<file path="src/verilog/dma_ctl_pkg.sv">
package dma_ctl_pkg;

  //////////////////////////////////////////////////
  // transfer bookkeeping
  //////////////////////////////////////////////////

  // byte length up to 32 KB
  localparam int XFER_LEN_W = 16;

  // 32 KB of 32 B beats needs 11 bits
  localparam int BEAT_CNT_W = 11;

  // cache word address
  localparam int CACHE_ADDR_W = 11;

  typedef logic [XFER_LEN_W-1:0]   xfer_len_t;
  typedef logic [BEAT_CNT_W-1:0]   beat_cnt_t;
  typedef logic [CACHE_ADDR_W-1:0] cache_addr_t;

  //////////////////////////////////////////////////
  // state machines
  //////////////////////////////////////////////////

  typedef enum logic [1:0] {
    SEQ_IDLE,
    SEQ_ISSUE,
    SEQ_WAIT_BURST,
    SEQ_FINISH
  } seq_state_t;

  typedef enum logic [1:0] {
    RD_IDLE,
    RD_ADDR,
    RD_DATA
  } rd_state_t;

endpackage

</file>
<file path="src/verilog/dma_axi_pkg.sv">
package dma_axi_pkg;

  //////////////////////////////////////////////////
  // read channel widths
  //////////////////////////////////////////////////

  // DDR byte address
  localparam int ADDR_W = 42;

  // one beat of read data
  localparam int DATA_W = 256;

  // arlen field
  localparam int LEN_W = 8;

  typedef logic [ADDR_W-1:0] axi_addr_t;
  typedef logic [DATA_W-1:0] axi_data_t;
  typedef logic [LEN_W-1:0]  axi_len_t;
  typedef logic [2:0]        axi_size_t;
  typedef logic [1:0]        axi_burst_t;

  //////////////////////////////////////////////////
  // fixed encodings
  //////////////////////////////////////////////////

  // bytes moved by a single beat
  localparam int BEAT_BYTES = DATA_W / 8;

  // arsize is log2 of the beat size
  localparam axi_size_t AXI_SIZE_32B = axi_size_t'($clog2(BEAT_BYTES));

  // incrementing burst
  localparam axi_burst_t AXI_BURST_INCR = 2'b01;

endpackage
</file>
<file path="src/verilog/icash_dma.sv">
`timescale 1ns/1ps

module icash_dma #(
  parameter int BURST_BEATS = 16
) (
  input  logic                     clk,
  input  logic                     reset,
  // host control
  input  logic [1:0]               i_ctl,
  input  dma_axi_pkg::axi_addr_t   i_vdnn_base,
  input  dma_ctl_pkg::xfer_len_t   i_vdnn_len,
  input  dma_axi_pkg::axi_addr_t   i_addn_base,
  input  dma_ctl_pkg::xfer_len_t   i_addn_len,
  input  logic                     i_dnn_idle,
  // status
  output logic                     o_done,
  output logic                     o_busy,
  output logic                     o_cash_ready,
  output logic                     o_cur_sel,
  // cache memory write port
  output logic                     o_mem_lock,
  output logic                     o_mem_wreq,
  output dma_ctl_pkg::cache_addr_t o_mem_wadd,
  output dma_axi_pkg::axi_data_t   o_mem_wdata,
  // AXI read address
  output dma_axi_pkg::axi_addr_t   o_m_axi_araddr,
  output dma_axi_pkg::axi_len_t    o_m_axi_arlen,
  output dma_axi_pkg::axi_size_t   o_m_axi_arsize,
  output dma_axi_pkg::axi_burst_t  o_m_axi_arburst,
  output logic                     o_m_axi_arvalid,
  input  logic                     i_m_axi_arready,
  // AXI read data
  input  dma_axi_pkg::axi_data_t   i_m_axi_rdata,
  input  logic                     i_m_axi_rlast,
  input  logic                     i_m_axi_rvalid,
  output logic                     o_m_axi_rready
);

  logic                   run;
  dma_axi_pkg::axi_addr_t xfer_base;
  dma_ctl_pkg::xfer_len_t xfer_len;
  logic                   burst_req;
  dma_axi_pkg::axi_addr_t burst_addr;
  dma_axi_pkg::axi_len_t  burst_len;
  logic                   burst_done;
  logic                   beat_valid;
  dma_axi_pkg::axi_data_t beat_data;

  // control chain is task ctrl, sequencer, read master
  dma_task_ctrl u_task_ctrl (
    .clk          (clk),
    .reset        (reset),
    .i_ctl        (i_ctl),
    .i_vdnn_base  (i_vdnn_base),
    .i_addn_base  (i_addn_base),
    .i_vdnn_len   (i_vdnn_len),
    .i_addn_len   (i_addn_len),
    .i_dnn_idle   (i_dnn_idle),
    .i_done       (o_done),
    .o_run        (run),
    .o_base       (xfer_base),
    .o_len        (xfer_len),
    .o_busy       (o_busy),
    .o_cash_ready (o_cash_ready),
    .o_cur_sel    (o_cur_sel),
    .o_mem_lock   (o_mem_lock)
  );

  mm2s_sequencer #(
    .BURST_BEATS (BURST_BEATS)
  ) u_sequencer (
    .clk          (clk),
    .reset        (reset),
    .i_run        (run),
    .i_base       (xfer_base),
    .i_len        (xfer_len),
    .o_done       (o_done),
    .o_burst_req  (burst_req),
    .o_burst_addr (burst_addr),
    .o_burst_len  (burst_len),
    .i_burst_done (burst_done),
    .i_beat_valid (beat_valid),
    .i_beat_data  (beat_data),
    .o_mem_wreq   (o_mem_wreq),
    .o_mem_wadd   (o_mem_wadd),
    .o_mem_wdata  (o_mem_wdata)
  );

  axi_rd_master u_rd_master (
    .clk             (clk),
    .reset           (reset),
    .i_burst_req     (burst_req),
    .i_burst_addr    (burst_addr),
    .i_burst_len     (burst_len),
    .o_burst_done    (burst_done),
    .o_beat_valid    (beat_valid),
    .o_beat_data     (beat_data),
    .o_m_axi_araddr  (o_m_axi_araddr),
    .o_m_axi_arlen   (o_m_axi_arlen),
    .o_m_axi_arsize  (o_m_axi_arsize),
    .o_m_axi_arburst (o_m_axi_arburst),
    .o_m_axi_arvalid (o_m_axi_arvalid),
    .i_m_axi_arready (i_m_axi_arready),
    .i_m_axi_rdata   (i_m_axi_rdata),
    .i_m_axi_rlast   (i_m_axi_rlast),
    .i_m_axi_rvalid  (i_m_axi_rvalid),
    .o_m_axi_rready  (o_m_axi_rready)
  );

endmodule

</file>
<file path="src/verilog/axi_rd_master.sv">
`timescale 1ns/1ps

module axi_rd_master (
  input  logic                    clk,
  input  logic                    reset,
  input  logic                    i_burst_req,
  input  dma_axi_pkg::axi_addr_t  i_burst_addr,
  input  dma_axi_pkg::axi_len_t   i_burst_len,
  output logic                    o_burst_done,
  output logic                    o_beat_valid,
  output dma_axi_pkg::axi_data_t  o_beat_data,
  // read address channel
  output dma_axi_pkg::axi_addr_t  o_m_axi_araddr,
  output dma_axi_pkg::axi_len_t   o_m_axi_arlen,
  output dma_axi_pkg::axi_size_t  o_m_axi_arsize,
  output dma_axi_pkg::axi_burst_t o_m_axi_arburst,
  output logic                    o_m_axi_arvalid,
  input  logic                    i_m_axi_arready,
  // read data channel
  input  dma_axi_pkg::axi_data_t  i_m_axi_rdata,
  input  logic                    i_m_axi_rlast,
  input  logic                    i_m_axi_rvalid,
  output logic                    o_m_axi_rready
);

  dma_ctl_pkg::rd_state_t state_q;
  dma_axi_pkg::axi_addr_t araddr_q;
  dma_axi_pkg::axi_len_t  arlen_q;
  dma_axi_pkg::axi_len_t  beat_q;
  logic                   beat_fire;
  logic                   last_beat;

  assign beat_fire = i_m_axi_rvalid && o_m_axi_rready;
  assign last_beat = (beat_q == arlen_q);

  //////////////////////////////////////////////////
  // one burst in flight
  //////////////////////////////////////////////////

  always_ff @(posedge clk) begin
    if (reset) begin
      state_q <= dma_ctl_pkg::RD_IDLE;
      beat_q  <= '0;
    end else begin
      case (state_q)
        dma_ctl_pkg::RD_IDLE: begin
          if (i_burst_req) begin
            state_q <= dma_ctl_pkg::RD_ADDR;
          end
        end
        dma_ctl_pkg::RD_ADDR: begin
          if (i_m_axi_arready) begin
            beat_q  <= '0;
            state_q <= dma_ctl_pkg::RD_DATA;
          end
        end
        default: begin
          if (beat_fire) begin
            beat_q <= beat_q + 1'b1;
            if (last_beat) begin
              state_q <= dma_ctl_pkg::RD_IDLE;
            end
          end
        end
      endcase
    end
  end

  // address and length held from request until AR handshake
  always_ff @(posedge clk) begin
    if (state_q == dma_ctl_pkg::RD_IDLE && i_burst_req) begin
      araddr_q <= i_burst_addr;
      arlen_q  <= i_burst_len;
    end
  end

  assign o_m_axi_araddr  = araddr_q;
  assign o_m_axi_arlen   = arlen_q;
  assign o_m_axi_arsize  = dma_axi_pkg::AXI_SIZE_32B;
  assign o_m_axi_arburst = dma_axi_pkg::AXI_BURST_INCR;
  assign o_m_axi_arvalid = (state_q == dma_ctl_pkg::RD_ADDR);
  assign o_m_axi_rready  = (state_q == dma_ctl_pkg::RD_DATA);

  // beats pass straight through and the sequencer registers them
  assign o_beat_valid = beat_fire;
  assign o_beat_data  = i_m_axi_rdata;
  assign o_burst_done = beat_fire && last_beat;

  // slave must close the burst on the beat arlen promised
  a_rlast_match: assert property (@(posedge clk) disable iff (reset)
    beat_fire |-> (i_m_axi_rlast == last_beat));

  a_ar_stable: assert property (@(posedge clk) disable iff (reset)
    o_m_axi_arvalid && !i_m_axi_arready |=>
      o_m_axi_arvalid && $stable(o_m_axi_araddr) && $stable(o_m_axi_arlen));

endmodule

</file>
<file path="src/verilog/mm2s_sequencer.sv">
`timescale 1ns/1ps

module mm2s_sequencer #(
  parameter int BURST_BEATS = 16
) (
  input  logic                     clk,
  input  logic                     reset,
  input  logic                     i_run,
  input  dma_axi_pkg::axi_addr_t   i_base,
  input  dma_ctl_pkg::xfer_len_t   i_len,
  output logic                     o_done,
  output logic                     o_burst_req,
  output dma_axi_pkg::axi_addr_t   o_burst_addr,
  output dma_axi_pkg::axi_len_t    o_burst_len,
  input  logic                     i_burst_done,
  input  logic                     i_beat_valid,
  input  dma_axi_pkg::axi_data_t   i_beat_data,
  output logic                     o_mem_wreq,
  output dma_ctl_pkg::cache_addr_t o_mem_wadd,
  output dma_axi_pkg::axi_data_t   o_mem_wdata
);

  localparam dma_ctl_pkg::beat_cnt_t MAX_BEATS = dma_ctl_pkg::beat_cnt_t'(BURST_BEATS);
  localparam dma_axi_pkg::axi_addr_t BURST_BYTES =
    dma_axi_pkg::axi_addr_t'(BURST_BEATS * dma_axi_pkg::BEAT_BYTES);

  dma_ctl_pkg::seq_state_t  state_q;
  dma_ctl_pkg::beat_cnt_t   rem_q;
  dma_ctl_pkg::beat_cnt_t   burst_beats;
  dma_ctl_pkg::beat_cnt_t   total_beats;
  dma_axi_pkg::axi_addr_t   addr_q;
  dma_ctl_pkg::cache_addr_t wptr_q;
  logic                     done_q;
  logic                     req_q;
  dma_axi_pkg::axi_addr_t   req_addr_q;
  dma_axi_pkg::axi_len_t    req_len_q;
  logic                     wreq_q;
  dma_ctl_pkg::cache_addr_t wadd_q;
  dma_axi_pkg::axi_data_t   wdata_q;

  assign total_beats = dma_ctl_pkg::beat_cnt_t'(i_len / dma_axi_pkg::BEAT_BYTES);

  // last burst may be short
  assign burst_beats = (rem_q > MAX_BEATS) ? MAX_BEATS : rem_q;

  //////////////////////////////////////////////////
  // burst scheduling
  //////////////////////////////////////////////////

  always_ff @(posedge clk) begin
    if (reset) begin
      state_q <= dma_ctl_pkg::SEQ_IDLE;
      rem_q   <= '0;
      addr_q  <= '0;
      done_q  <= 1'b0;
      req_q   <= 1'b0;
    end else begin
      done_q <= 1'b0;
      req_q  <= 1'b0;
      case (state_q)
        dma_ctl_pkg::SEQ_IDLE: begin
          // run is still high while the done pulse is out
          if (i_run && !done_q) begin
            rem_q   <= total_beats;
            addr_q  <= i_base;
            state_q <= (total_beats == '0) ? dma_ctl_pkg::SEQ_FINISH
                                           : dma_ctl_pkg::SEQ_ISSUE;
          end
        end
        dma_ctl_pkg::SEQ_ISSUE: begin
          // hold off new bursts while paused
          if (i_run) begin
            req_q   <= 1'b1;
            rem_q   <= rem_q - burst_beats;
            addr_q  <= addr_q + BURST_BYTES;
            state_q <= dma_ctl_pkg::SEQ_WAIT_BURST;
          end
        end
        dma_ctl_pkg::SEQ_WAIT_BURST: begin
          if (i_burst_done) begin
            state_q <= (rem_q == '0) ? dma_ctl_pkg::SEQ_FINISH
                                     : dma_ctl_pkg::SEQ_ISSUE;
          end
        end
        default: begin
          done_q  <= 1'b1;
          state_q <= dma_ctl_pkg::SEQ_IDLE;
        end
      endcase
    end
  end

  // request payload
  always_ff @(posedge clk) begin
    if (state_q == dma_ctl_pkg::SEQ_ISSUE && i_run) begin
      req_addr_q <= addr_q;
      req_len_q  <= dma_axi_pkg::axi_len_t'(burst_beats - dma_ctl_pkg::beat_cnt_t'(1));
    end
  end

  //////////////////////////////////////////////////
  // cache write port
  //////////////////////////////////////////////////

  always_ff @(posedge clk) begin
    if (reset) begin
      wreq_q <= 1'b0;
      wptr_q <= '0;
    end else begin
      wreq_q <= i_beat_valid;
      if (state_q == dma_ctl_pkg::SEQ_IDLE) begin
        wptr_q <= '0;
      end else if (i_beat_valid) begin
        wptr_q <= wptr_q + 1'b1;
      end
    end
  end

  always_ff @(posedge clk) begin
    if (i_beat_valid) begin
      wadd_q  <= wptr_q;
      wdata_q <= i_beat_data;
    end
  end

  assign o_done       = done_q;
  assign o_burst_req  = req_q;
  assign o_burst_addr = req_addr_q;
  assign o_burst_len  = req_len_q;
  assign o_mem_wreq   = wreq_q;
  assign o_mem_wadd   = wadd_q;
  assign o_mem_wdata  = wdata_q;

  // the read master only returns beats for a burst we asked for
  a_beat_in_burst: assert property (@(posedge clk) disable iff (reset)
    i_beat_valid |-> state_q == dma_ctl_pkg::SEQ_WAIT_BURST);

endmodule

</file>
<file path="src/verilog/dma_task_ctrl.sv">
`timescale 1ns/1ps

module dma_task_ctrl (
  input  logic                  clk,
  input  logic                  reset,
  // bit 1 enable, bit 0 source select
  input  logic [1:0]            i_ctl,
  input  dma_axi_pkg::axi_addr_t i_vdnn_base,
  input  dma_axi_pkg::axi_addr_t i_addn_base,
  input  dma_ctl_pkg::xfer_len_t i_vdnn_len,
  input  dma_ctl_pkg::xfer_len_t i_addn_len,
  input  logic                  i_dnn_idle,
  input  logic                  i_done,
  output logic                  o_run,
  output dma_axi_pkg::axi_addr_t o_base,
  output dma_ctl_pkg::xfer_len_t o_len,
  output logic                  o_busy,
  output logic                  o_cash_ready,
  output logic                  o_cur_sel,
  output logic                  o_mem_lock
);

  logic                   ctl_en;
  logic                   ctl_sel;
  logic                   en_q;
  logic                   sel_q;
  logic                   start;
  logic                   task_q;
  logic                   cash_ready_q;
  logic                   cur_sel_q;
  logic                   sel_latch_q;
  dma_axi_pkg::axi_addr_t base_q;
  dma_ctl_pkg::xfer_len_t len_q;

  assign ctl_en  = i_ctl[1];
  assign ctl_sel = i_ctl[0];

  //////////////////////////////////////////////////
  // start event detection
  //////////////////////////////////////////////////

  always_ff @(posedge clk) begin
    if (reset) begin
      en_q  <= 1'b0;
      sel_q <= 1'b0;
    end else begin
      en_q  <= ctl_en;
      sel_q <= ctl_sel;
    end
  end

  // rising enable, or a source switch while enabled
  assign start = ctl_en && (!en_q || (ctl_sel != sel_q));

  // source descriptor captured at the event
  always_ff @(posedge clk) begin
    if (start) begin
      base_q <= ctl_sel ? i_vdnn_base : i_addn_base;
      len_q  <= ctl_sel ? i_vdnn_len  : i_addn_len;
    end
  end

  //////////////////////////////////////////////////
  // task and status flags
  //////////////////////////////////////////////////

  always_ff @(posedge clk) begin
    if (reset) begin
      task_q       <= 1'b0;
      cash_ready_q <= 1'b0;
      sel_latch_q  <= 1'b0;
      cur_sel_q    <= 1'b0;
    end else begin
      if (start) begin
        task_q      <= 1'b1;
        sel_latch_q <= ctl_sel;
      end else if (i_done) begin
        task_q <= 1'b0;
      end
      // a new event wins over a finishing one
      if (start) begin
        cash_ready_q <= 1'b0;
      end else if (i_done) begin
        cash_ready_q <= 1'b1;
      end
      // cache now holds the source of the finished task
      if (i_done) begin
        cur_sel_q <= sel_latch_q;
      end
    end
  end

  // sequencer only advances while the accelerator is idle
  assign o_run        = task_q && i_dnn_idle;
  assign o_mem_lock   = !o_run;
  assign o_busy       = start || task_q;
  assign o_cash_ready = cash_ready_q;
  assign o_cur_sel    = cur_sel_q;
  assign o_base       = base_q;
  assign o_len        = len_q;

  // done from the sequencer belongs to a task we started
  a_done_in_task: assert property (@(posedge clk) disable iff (reset)
    i_done |-> task_q);

endmodule

</file>
<file path="config.mk">
export PLATFORM = sky130hd
export DESIGN_NAME = icash_dma
export DESIGN_NICKNAME = d
export VERILOG_FILES = /design/src/verilog/dma_ctl_pkg.sv /design/src/verilog/dma_axi_pkg.sv /design/src/verilog/icash_dma.sv /design/src/verilog/axi_rd_master.sv /design/src/verilog/mm2s_sequencer.sv /design/src/verilog/dma_task_ctrl.sv
export SDC_FILE = /design/constraint.sdc
export NUM_CORES = 1
export LEC_CHECK = 0
export BUFFER_PORTS_ARGS = -buffer_cell sky130_fd_sc_hd__buf_4
export CORE_AREA = 2 2 280 282
export CTS_CLUSTER_SIZE = 14
export DETAILED_ROUTE_END_ITERATION = 8
export DIE_AREA = 0 0 282 284
export PLACE_DENSITY_LB_ADDON = 0.08
export SLEW_MARGIN = 40
export SYNTH_ARGS = -nofsm -noshare
export SYNTH_HDL_FRONTEND = slang
export SYNTH_SLANG_ARGS = --single-unit
</file>
<file path="constraint.sdc">
create_clock -name clk -period 16 [get_ports clk]
set_input_delay 4.8 -clock clk [delete_from_list [all_inputs] [get_ports clk]]
set_output_delay 4.8 -clock clk [all_outputs]
set_load 0.005 [all_outputs]
</file>
== After elaboration in Yosys (flattened, before gate mapping) ==
Cells that the tools add are included.

* Add/subtract/negate cells: 5
* Magnitude comparators: 1
* Equality and inequality tests: 11
* Multiplexer cells: 27
* Bitwise gates (word level): 2
* Reductions and logical operators: 29

{| class="wikitable"
|+ Operators by type and width
! cell !! number
|-
| two-way mux 42 bit || 3
|-
| one-hot mux 42 bit (2 select lines) || 1
|-
| adder 42 x 10 -> 42 bit, second input constant || 1
|-
| two-way mux 11 bit || 3
|-
| logical NOT 11 bit || 2
|-
| one-hot mux 11 bit (2 select lines) || 1
|-
| two-way mux 2 bit || 9
|-
| two-way mux 16 bit || 1
|-
| two-way mux 8 bit || 2
|-
| one-hot mux 8 bit (2 select lines) || 1
|-
| adder 11 x 1 -> 11 bit, second input constant || 1
|-
| greater-than comparator 11 x 5 -> 1 bit, second input constant || 1
|-
| subtractor 11 bit || 1
|-
| AND reduction 3 bit || 3
|-
| adder 8 x 1 -> 8 bit, second input constant || 1
|-
| equality test 8 bit || 1
|-
| subtractor 8 x 1 -> 8 bit, second input constant || 1
|-
| logical AND 1 bit || 7
|-
| inequality test 2 x 1 -> 1 bit, second input constant || 3
|-
| one-hot mux 2 bit (3 select lines) || 1
|-
| nonzero test 2 bit || 3
|-
| nonzero test 3 bit || 2
|-
| OR reduction 2 bit || 3
|-
| equality test 2 x 1 -> 1 bit, second input constant || 2
|-
| other kinds (11) || 21
|}

* Register bits after elaboration: 510
* Input port bits: 380
* Word-level logic and storage cells: 98

== Depth between registers and ports, before layout ==
Gate-level depths: netlist (run 1).

* Depth in word-level cells: 5
* Mapped depth: 8
* Gate-level depth less buffers: 8

== Hierarchy ==
From an unflattened synthesis (run 1), not the netlist that was laid out.

* Cell total of the unflattened synthesis: 1,364
* Area, all modules: 20,218.1 µm²

{| class="wikitable"
|+ By module, submodules not included
! module !! instances !! cells each !! area each (µm²) !! sequential area each (µm²)
|-
| mm2s_sequencer || 1 || 839 || 13,497.9 || 10,900.5
|-
| axi_rd_master || 1 || 377 || 4,031.4 || 1,701.6
|-
| dma_task_ctrl || 1 || 148 || 2,688.8 || 1,861.8
|}

== Least setup slack after synthesis (run 1) ==
No wires, ideal clock.

* Kind: input port to output port
* From: in i_ctl[0]
* To: out o_busy
* Arrival time: 8,026 ps
* Data required time: 11,200 ps
* Slack: 3,174 ps
* Cell stages on the path: 3
* Path buffers: 0
* Cells stage by stage: xnor2_1 > a21boi_1 > or2_2

* Longest elaborated chain between the ends: 4

{| class="wikitable"
|+ Ends and longest elaborated chain
! element !! RTL line !! text
|-
| start, declared || icash_dma.sv:9 || <nowiki>input logic [1:0] i_ctl,</nowiki>
|-
| inequality test 1 bit || dma_task_ctrl.sv:53 || <nowiki>assign start = ctl_en && (!en_q || (ctl_sel != sel_q));</nowiki>
|-
| logical OR 1 bit || dma_task_ctrl.sv:53 ||
|-
| logical AND 1 bit || dma_task_ctrl.sv:53 ||
|-
| net u_task_ctrl.start || dma_task_ctrl.sv:27 || <nowiki>logic start;</nowiki>
|-
| logical OR 1 bit || dma_task_ctrl.sv:96 || <nowiki>assign o_busy = start || task_q;</nowiki>
|-
| end, declared || icash_dma.sv:17 || <nowiki>output logic o_busy,</nowiki>
|}

The timed path passes the listed nets, and every way through them passes these cells.

== Worst setup path in the final report (run 1) ==
Same ends and word-level chain as after synthesis.

==> out/qor.csv, run 1 <==
metric,value,unit
global-route usage over all layers,0.171,
HP Start,u_sequencer.o_burst_addr[33]$_DFFE_PP_,
root buf cell,clkbuf_16,
total grt overflow,0,
RSZ-0062 raised after global routing,no,
Final Cycle Share,0.715,
largest net degree at the start of global routing,136,
Critical Path Source,i_ctl[0],
FF/Latch Area,14300,µm²
Die Height,284,µm
DRT iter0 DRCs,734,
Max Slew Vio Count,0,
Worst Skew,0.0175,ns
Yosys top cell by area,edfxtp_1,
Post-Syn Instances,1085,
area of the multi-input gates,3430,µm²
Clock H-tree levels,2,
cell with the most instances after synthesis,edfxtp_1,
outcome,completed,
RePlAce Congestion,0.847,
fmax,0.0874,GHz
register clock-pin slew on the reported worst setup and hold paths,0.06,ns
die width,282,µm
crit path kind,input port to primary output,
site row count,102,
Synth Flop Type,edfxtp_1,
Slew HR,0.448,
Ports,710,
DRT Pass-1 Iters,6,
Clock Sinks,505,
clk_lat worst skew,0.61,ns
final std cells w/o fill,2895,
TritonCTS Buffers,59,
Initial Util,0.233,
Worst VDD drop,64.7,µV
layout cell share with drive strength beyond 1,0.472,
Max Cap Viol,0,
wire length per cell,24.6,µm
R2R Path Start,u_sequencer.state_q[1]$_SDFFE_PP0P_,
synthesized cell area,17900,µm²
vias in the first global route,12100,
"Setup violations, final",0,
CP Capture Type,primary output,
Post-CTS Hold Buffers,0,
syn_area_per_cell,16.5,µm²
Final nets,2192,
Synth async-reset ratio,0,
YS warnings,0,
Routed WL,71.1,mm
Post-CTS Setup Inserts,0,
die area,80100,µm²
"Arr. time, crit path",6.64,ns
core area,77000,µm²
DP Cell Count,2785,
top-area cell type share of the netlist area,0.703,
Crit path required time,11.20,ns
Layout fillers,7591,
min Tclk post-route,11.44,ns
Port Buffers,693,
Area Growth Syn to Fin,47.2,%
Post-CTS Resized,0,
sequential area share after synthesis,0.798,
# DRC,0,
first-pass GRT wire length,96.1,mm
Tightest Hold Check Type,flop to flop,
actual slew at the worst max-slew pin,0.828,ns
Unique masters post-synth,71,
CTS max path bufs,3,
PwrDens,117,nW/µm²
Crit Path Max Fanout,57,
post-DP HPWL,54.1,mm
"EDFF count, synth",420,
P_leak,9.94,nW
Synth area leaders,"edfxtp_1 70%, dfxtp_1 9.5%, mux2_2 3.4%",
vias per cell,4.22,
Final Hold Vio Count,0,
CTS tree,yes,
Worst setup SP type,input port,
initial antenna violation count,12,
Routed Antenna Nets,0,
Post-synth top cells,"420 x edfxtp_1, 85 x dfxtp_1, 73 x nand2_1",
synthesis-stage register bit count,505,
TNS Setup,0,ns
vias,12200,
## sequential cells by signal, indices dropped and copies added (netlist names), 42 cells and up
name,count
u_rd_master.o_m_axi_araddr,42
u_sequencer.o_mem_wdata,256
u_sequencer.o_burst_addr,42
u_sequencer.addr_q,42
u_task_ctrl.o_base,42
## placed cells by master, fill, tap and decap left out, drive strengths merged, types with 10 or more instances in the layout
| master | count |
|---|---|
| inv | 13 |
| o21ai | 31 |
| clkinv | 15 |
| buf | 704 |
| edfxtp | 420 |
| nand4 | 13 |
| a21oi | 48 |
| nor3 | 23 |
| mux2 | 54 |
| xnor2 | 10 |
| or3 | 15 |
| nor2 | 60 |
| a211oi | 10 |
| xor2 | 14 |
| o31ai | 10 |
| nand2 | 73 |
| clkbuf | 82 |
| nor4 | 16 |
| dfxtp | 85 |
| nand3 | 17 |
## per-stage QoR
stage	total power [mW]	hold slack (ns)	area, µm²	setup WS [ns]	util
6_report	3.08	0.409	26400	4.56	0.343
5_1_grt	3.21	0.418	26400	4.35	0.343
4_1_cts	3.14	0.416	26400	4.22	0.343
3_5_place_dp	1.72	0.405	24400	4.22	0.317
3_3_place_gp	1.72	0.404	24400	4.28	0.317
2_1_floorplan	1.60	0.400	18000	3.17	-
## where the power goes
part           internal (mW)  leakage [nW]  switching (mW)
combinational          0.107          4.43          0.0995
clock                  0.842         0.978           0.552
sequential              1.46          4.53          0.0281
total                   2.41          9.94           0.680
## worst max-delay path, cell delays in order
cell,delay [ns]
buf_4,0.59
xnor2_1,0.24
a21boi_4,0.20
buf_6,0.48
or2_2,0.21
buf_4,0.10
## kinds of logic after synthesis
family                     count (synthesis)  synth area share
DFF                                      505             0.798
and+or+nand+nor                          274            0.0793
AOI/OAI and AO/OA                        156            0.0564
buffers and inverters                     61            0.0142
muxes                                     57            0.0356
xor gates and xnor gates                  24            0.0117
adders and majority gates                  6           0.00419
other                                      2          0.000419
## per-layer routing
layer / vias to the layer above / share of wire / GRT usage
li1: 5630 / - / -
met1: 6010 / 0.40 / 0.205
met2: 476 / 0.47 / 0.280
met3: 88 / 0.10 / 0.0716
met4: 16 / 0.023 / 0.0430
met5: - / 0.0014 / 0
## final timing paths
kind              depth (start not counted)  slack, ns                                  endpoint
setup / recovery                          6       4.56                                    o_busy
hold / removal                            0       0.41  u_rd_master.o_m_axi_araddr[33]$_DFFE_PP_
setup reg to reg                          8      12.36       u_sequencer.addr_q[34]$_SDFFE_PP0P_
hold reg to reg                           0       0.41  u_rd_master.o_m_axi_araddr[33]$_DFFE_PP_
## area by class of cell
class	instances	area share
antenna	3	0.000284
clock buffer	82	0.0638
clock inverter	25	0.0117
inverter	12	0.00218
multi-input combinational	524	0.130
sequential	505	0.542
tap	1040	0.0493
timing repair buffer	704	0.201
Power figures use the tool's default switching activity.
==> run 2, diff against run 1 <==
--- a/config.mk
+++ b/config.mk
@@ -5,11 +5,12 @@
 export SDC_FILE = /design/constraint.sdc
 export NUM_CORES = 1
 export LEC_CHECK = 0
+export ABC_AREA = 1
 export BUFFER_PORTS_ARGS = -buffer_cell sky130_fd_sc_hd__buf_4
-export CORE_AREA = 2 2 280 282
+export CORE_AREA = 2 2 273 275
 export CTS_CLUSTER_SIZE = 14
 export DETAILED_ROUTE_END_ITERATION = 8
-export DIE_AREA = 0 0 282 284
+export DIE_AREA = 0 0 275 277
 export PLACE_DENSITY_LB_ADDON = 0.08
 export SLEW_MARGIN = 40
 export SYNTH_ARGS = -nofsm -noshare
==> constraint.sdc (replaced) <==
create_clock -name clk -period 9.4 [get_ports clk]
set_input_delay 2.82 -clock clk [delete_from_list [all_inputs] [get_ports clk]]
set_output_delay 2.82 -clock clk [all_outputs]
set_load 0.005 [all_outputs]
==> out/qor.csv, run 2 <==
metric,value,unit,change
placed instance area,24400,µm²,about the same
Final Cycle Share,0.734,,
Die Height,277,µm,-2.5%
wire length per cell,21.8,µm,-11%
Worst VDD drop,119,µV,+84%
Routed WL,66.5,mm,-6.5%
Crit Reg-Reg Endpoint,u_sequencer.addr_q[13]$_SDFFE_PP0P_,,
CP Capture Type,primary output,,
sequential area share after synthesis,0.792,,-0.00641
worst reg2reg setup slack,6.08,ns,-6.28 ns
Final Hold Vio Count,0,,unchanged
root buf cell,clkbuf_16,,
design area,26300,µm²,-0.43%
YS warnings,0,,unchanged
Tot Pwr,5.07,mW,+64%
total grt overflow,0,,unchanged
Worst setup SP type,input port,,
"EDFF count, synth",420,,unchanged
Clock Sinks,505,,unchanged
CTS tree,yes,,
Ports,710,,unchanged
Worst path max stage delay,0.44,ns,-0.15 ns
vias in the first global route,12400,,+1.8%
TNS Setup,0,ns,unchanged
final std cells w/o fill,3045,,+5.2%
Crit Path Max Fanout,55,,-3.5%
Post-synth top cells,"420 x edfxtp_1, 301 x nand2_1, 86 x nor2_1",,
largest net degree at the start of global routing,148,,+8.8%
max reg flops,256,,unchanged
outcome,completed,,
RSZ-0062 raised after global routing,no,,
Area Growth Syn to Fin,45.4,%,
site row count,100,,-2.0%
first-pass GRT wire length,91.6,mm,-4.6%
Yosys top cell by area,edfxtp_1,,
Post-CTS Hold Buffers,0,,unchanged
Routed Antenna Nets,0,,unchanged
Post-CTS Resized,0,,unchanged
die width,275,µm,-2.5%
fmax,0.145,GHz,
register clock-pin slew on the reported worst setup and hold paths,0.06,ns,about the same
synthesized cell area,18100,µm²,+0.81%
Max Slew Vio Count,0,,unchanged
post-DP HPWL,51.8,mm,-4.2%
WP buf/inv,3,,unchanged
Tightest Hold Check Type,flop to flop,,
synthesis-stage register bit count,505,,unchanged
HP Start,u_sequencer.o_burst_len[3]$_DFFE_PP_,,
vias per cell,4.18,,-0.96%
global-route usage over all layers,0.167,,-0.00374
Initial Util,0.246,,+0.0127
R2R Path Start,u_sequencer.state_q[0]$_SDFFE_PP0P_,,
core area,73600,µm²,-4.4%
DP Cell Count,2941,,+5.6%
TritonCTS Buffers,55,,-6.8%
DRT iter0 DRCs,677,,-7.8%
Clock H-tree levels,2,,unchanged
actual slew at the worst max-slew pin,0.831,ns,+0.00338 ns
crit path kind,input port to primary output,,
met1 GRT Util,0.200,,-0.00532
Worst Skew,0.0208,ns,+0.00324 ns
layout cell share with drive strength beyond 1,0.397,,-0.0747
hold endpoint,u_rd_master.o_m_axi_arlen[3]$_DFFE_PP_,,
Final nets,2415,,+10%
Synth Flop Type,edfxtp_1,,
RePlAce Congestion,0.857,,+1.1%
"Arr. time, crit path",4.08,ns,-2.56 ns
DRT Pass-1 Iters,5,,-1
Slew HR,0.446,,-0.00225
Unique masters post-synth,45,,-37%
GRT met3 Usage,0.0517,,-0.0200
Post-CTS Setup Inserts,0,,unchanged
# DRC,0,,unchanged
cell with the most instances after synthesis,edfxtp_1,,
P_leak,10.3,nW,+3.5%
slowest CP cell,buf_4,,
top-area cell type share of the netlist area,0.698,,-0.00565
Synth area leaders,"edfxtp_1 70%, dfxtp_1 9.4%, nand2_1 6.3%",,
die area,76200,µm²,-4.9%
crit-path leading delay family,buffers and inverters,,
worst path cell trace,buf_4 -> xnor2_1 -> nand2_1 -> nand2_1 -> inv_2 -> or2_2 -> buf_4,,
Most Crowded Layer GR,met2,,
Max Cap Viol,0,,unchanged
initial antenna violation count,14,,+2
PwrDens,193,nW/µm²,+65%
CTS max path bufs,3,,unchanged
"Setup violations, final",0,,unchanged
hold depth,0,,unchanged
clk_lat worst skew,0.60,ns,about the same
syn_area_per_cell,13.8,µm²,-16%
Synth async-reset ratio,0,,unchanged
Post-Syn Instances,1307,,+20%
min Tclk post-route,6.90,ns,
most frequent cells in the layout,"701 x buf_4, 420 x edfxtp_1, 301 x nand2_1",,
reg2reg path depth,11,,+3
final core occ,0.357,,+0.0142
vias,12700,,+4.2%
Crit path required time,6.58,ns,-4.62 ns
"most common cell after layout, fill and taps aside",buf_4,,
met2 Usage GRT,0.288,,+0.00783
Port Buffers,693,,unchanged
-- run 2: cell count changes in the layout (fill, tap and decap cells not counted), moves of 10 or more --
cell | before | now
clkbuf_1 | 13 | 3
nand2_1 | 73 | 301
or3_1 | 13 | 0
nand3_1 | 16 | 39
inv_1 | 10 | 55
a21oi_1 | 48 | 75
mux2_2 | 54 | 0
o21ai_0 | 31 | 62
nor2_1 | 59 | 85
-- run 2: how the worst max path moves through the flow --
| stage | start | to | slack (ns) | cells after the start |
|---|---|---|---|---|
| 5_1_grt | i_ctl[0] | o_busy | 2.36 | 7 |
| 6_report | i_ctl[0] | o_busy | 2.50 | 7 |
| 4_1_cts | i_ctl[0] | o_busy | 2.46 | 7 |
| 3_5_place_dp | i_ctl[0] | o_busy | 2.46 | 7 |
| 3_3_place_gp | i_ctl[0] | o_busy | 2.47 | 7 |
| 2_1_floorplan | i_ctl[0] | o_busy | 1.89 | 6 |
-- run 2: kinds of logic after synthesis --
| group | count (synthesis) | share of synthesized area |
|---|---|---|
| flops | 505 | 0.792 |
| simple gates | 500 | 0.118 |
| compound gates | 164 | 0.0492 |
| buf+inv | 105 | 0.0240 |
| xor+xnor | 25 | 0.0121 |
| fa+ha+maj | 6 | 0.00415 |
| other cells | 2 | 0.000415 |
-- run 2: worst reg2reg max path: stages (launching register included) --
cell,delay [ns]
dfxtp_1,0.39
inv_2,0.09
nor2_4,0.07
buf_4,0.49
inv_1,0.19
nor2_4,0.11
buf_4,0.56
nor2_2,0.08
buf_4,0.29
clkinv_2,0.51
o21ai_0,0.20
a221oi_1,0.27
-- run 2: layout make-up --
type	count	area [µm²]
antenna	4	10.0
tap	969	1210
inverter	63	253
sequential	505	14300
fill	7315	47300
multi-input combinational	702	3370
clock inverter	38	394
timing repair buffer	702	5270
clock buffer	62	1470
-- run 2: report_power, final --
group          internal, mW  leakage [nW]  switching (mW)  total, mW
clock network          1.33         0.911           0.913       2.25
logic                 0.155          4.85           0.153      0.308
registers              2.48          4.52          0.0384       2.51
-- run 2: per-layer routing --
metal  vias up  wire length, µm  share of wire
met2       450            33200           0.50
met5         -              115         0.0017
met1      6109            26200           0.39
li1       6071                -              -
met3        82             5510          0.083
met4        18             1510          0.023
-- run 2: through the flow --
step	hold WS [ns]	setup WS, ns
2_1_floorplan	0.400	1.89
3_3_place_gp	0.403	2.47
3_5_place_dp	0.405	2.46
4_1_cts	0.416	2.46
5_1_grt	0.418	2.36
6_report	0.413	2.50
==> run 3, diff against run 2 <==
==> constraint.sdc (replaced) <==
create_clock -name clk -period 6.05 [get_ports clk]
set_input_delay 1.815 -clock clk [delete_from_list [all_inputs] [get_ports clk]]
set_output_delay 1.815 -clock clk [all_outputs]
set_load 0.005 [all_outputs]
==> out/qor.csv, run 3 (synthesis gave the netlist of run 2 again) <==
metric,value,unit,change
TNS Setup,0,ns,unchanged
Max Slew Vio Count,0,,unchanged
R2R Path Start,u_sequencer.state_q[0]$_SDFFE_PP0P_,,
DRT Pass-1 Iters,6,,+1
core area,73600,µm²,unchanged
die width,275,µm,unchanged
worst reg2reg setup slack,3.54,ns,-2.54 ns
Slew HR,0.396,,-0.0503
first-pass GRT wire length,91.4,mm,-0.27%
# DRC,0,,unchanged
die area,76200,µm²,unchanged
Post-CTS Resized,0,,unchanged
outcome,completed,,
"Arr. time, crit path",2.71,ns,-1.37 ns
Worst setup SP type,input port,,
vias per cell,4.16,,-0.42%
CP Capture Type,primary output,,
min Tclk post-route,4.52,ns,
HP Start,u_sequencer.o_burst_len[7]$_DFFE_PP_,,
post-DP HPWL,52.1,mm,+0.42%
Clock H-tree levels,2,,unchanged
Final Hold Vio Count,0,,unchanged
Ports,710,,unchanged
most frequent cells in the layout,"704 x buf_4, 420 x edfxtp_1, 301 x nand2_1",,
Routed Antenna Nets,0,,unchanged
Final nets,2419,,+0.17%
site row count,100,,unchanged
DRT iter0 DRCs,788,,+16%
register clock-pin slew on the reported worst setup and hold paths,0.06,ns,about the same
initial antenna violation count,14,,unchanged
Max Cap Viol,0,,unchanged
actual slew at the worst max-slew pin,0.906,ns,+0.0755 ns
Crit path required time,4.24,ns,-2.34 ns
Port Buffers,693,,unchanged
RSZ-0062 raised after global routing,no,,
Crit Path Max Fanout,2,,-96%
vias in the first global route,12400,,+0.67%
Crit Reg-Reg Endpoint,u_sequencer.addr_q[19]$_SDFFE_PP0P_,,
Worst Skew,0.0123,ns,-0.00849 ns
met2 WL,33.2,mm,+0.15%
Initial Util,0.246,,unchanged
Routed WL,66.9,mm,+0.52%
vias,12700,,-0.16%
P_leak,10.3,nW,+0.47%
Layout fillers,7368,,+0.72%
Clock Sinks,505,,unchanged
Area Growth Syn to Fin,46.1,%,
CTS tree,yes,,
Tightest Hold Check Type,flop to flop,,
global-route usage over all layers,0.167,,+0.000369
max reg flops,256,,unchanged
Max Used Layer,met5,,
Post-CTS Setup Inserts,0,,unchanged
final core occ,0.359,,+0.00157
hold depth,0,,unchanged
Tot Pwr,8.02,mW,+58%
layout cell share with drive strength beyond 1,0.395,,-0.00230
hold endpoint,u_rd_master.o_m_axi_arlen[7]$_DFFE_PP_,,
root buf cell,clkbuf_16,,
Final Cycle Share,0.747,,
reg2reg path depth,9,,-2
Post-CTS Hold Buffers,0,,unchanged
RePlAce Congestion,0.866,,+1.1%
final worst slack,1.53,ns,-0.973 ns
PwrDens,304,nW/µm²,+58%
Worst VDD drop,208,µV,+75%
"Setup violations, final",0,,unchanged
DRT met1 WL,26.3,mm,+0.53%
CTS max path bufs,3,,unchanged
wire length per cell,21.9,µm,+0.26%
met3 wire length,5.62,mm,+1.9%
clk_lat worst skew,0.60,ns,about the same
crit path kind,input port to primary output,,
total grt overflow,0,,unchanged
"most common cell after layout, fill and taps aside",buf_4,,
TritonCTS Buffers,57,,+3.6%
fmax,0.221,GHz,
largest net degree at the start of global routing,156,,+5.4%
Die Height,277,µm,unchanged
Setup Slack @ Placement,1.49,ns,-0.969 ns
## run 3: cell type report
| cell class | instances | area, µm² | area share |
|---|---|---|---|
| Sequential cell | 505 | 14300 | 0.542 |
| Timing Repair Buffer | 704 | 5290 | 0.200 |
| Multi-Input combinational cell | 702 | 3370 | 0.128 |
| Clock buffer | 68 | 1530 | 0.0580 |
| Tap cell | 969 | 1210 | 0.0459 |
| Clock inverter | 37 | 427 | 0.0162 |
| Inverter | 63 | 256 | 0.00971 |
| Antenna cell | 5 | 12.5 | 0.000474 |
## run 3: worst max path at each step
stage / startpoint / endpoint / slack [ns] / cells past startpoint
2_1_floorplan: i_ctl[0] / o_busy / 0.55 / 6
3_3_place_gp: i_ctl[0] / o_busy / 1.46 / 7
3_5_place_dp: i_ctl[0] / o_busy / 1.49 / 7
4_1_cts: i_ctl[0] / o_busy / 1.49 / 7
5_1_grt: i_ctl[0] / o_busy / 1.43 / 7
6_report: i_ctl[0] / o_busy / 1.53 / 7
## run 3: worst max-delay path, cell delays in order
cell and delay [ns]:
buf_4 0.12, xnor2_1 0.14, nand2_1 0.07, nand2_1 0.12, inv_2 0.05, or2_2 0.26, buf_4 0.14
## run 3: stage by stage
step | hold slack, ns | instance area (µm²) | instances
floorplan | 0.400 | 18100 | 1312
global placement | 0.402 | 24400 | 2943
detailed placement | 0.405 | 24400 | 2943
CTS | 0.414 | 26400 | 3048
global route | 0.414 | 26400 | 3053
finish | 0.413 | 26400 | 3053
## run 3: routing by layer
layer  GRT usage  vias up
met4      0.0427       18
met3      0.0591      104
li1            -     6084
met1       0.195     6047
met5      0.0135        -
met2       0.289      457
## run 3: where the power goes
part           internal, mW  switching [mW]  total (mW)  leakage [nW]
clock network          2.21            1.42        3.63         0.948
registers              3.85          0.0588        3.91          4.52
logic                 0.241           0.242       0.483          4.86
total                  6.30            1.72        8.02          10.3
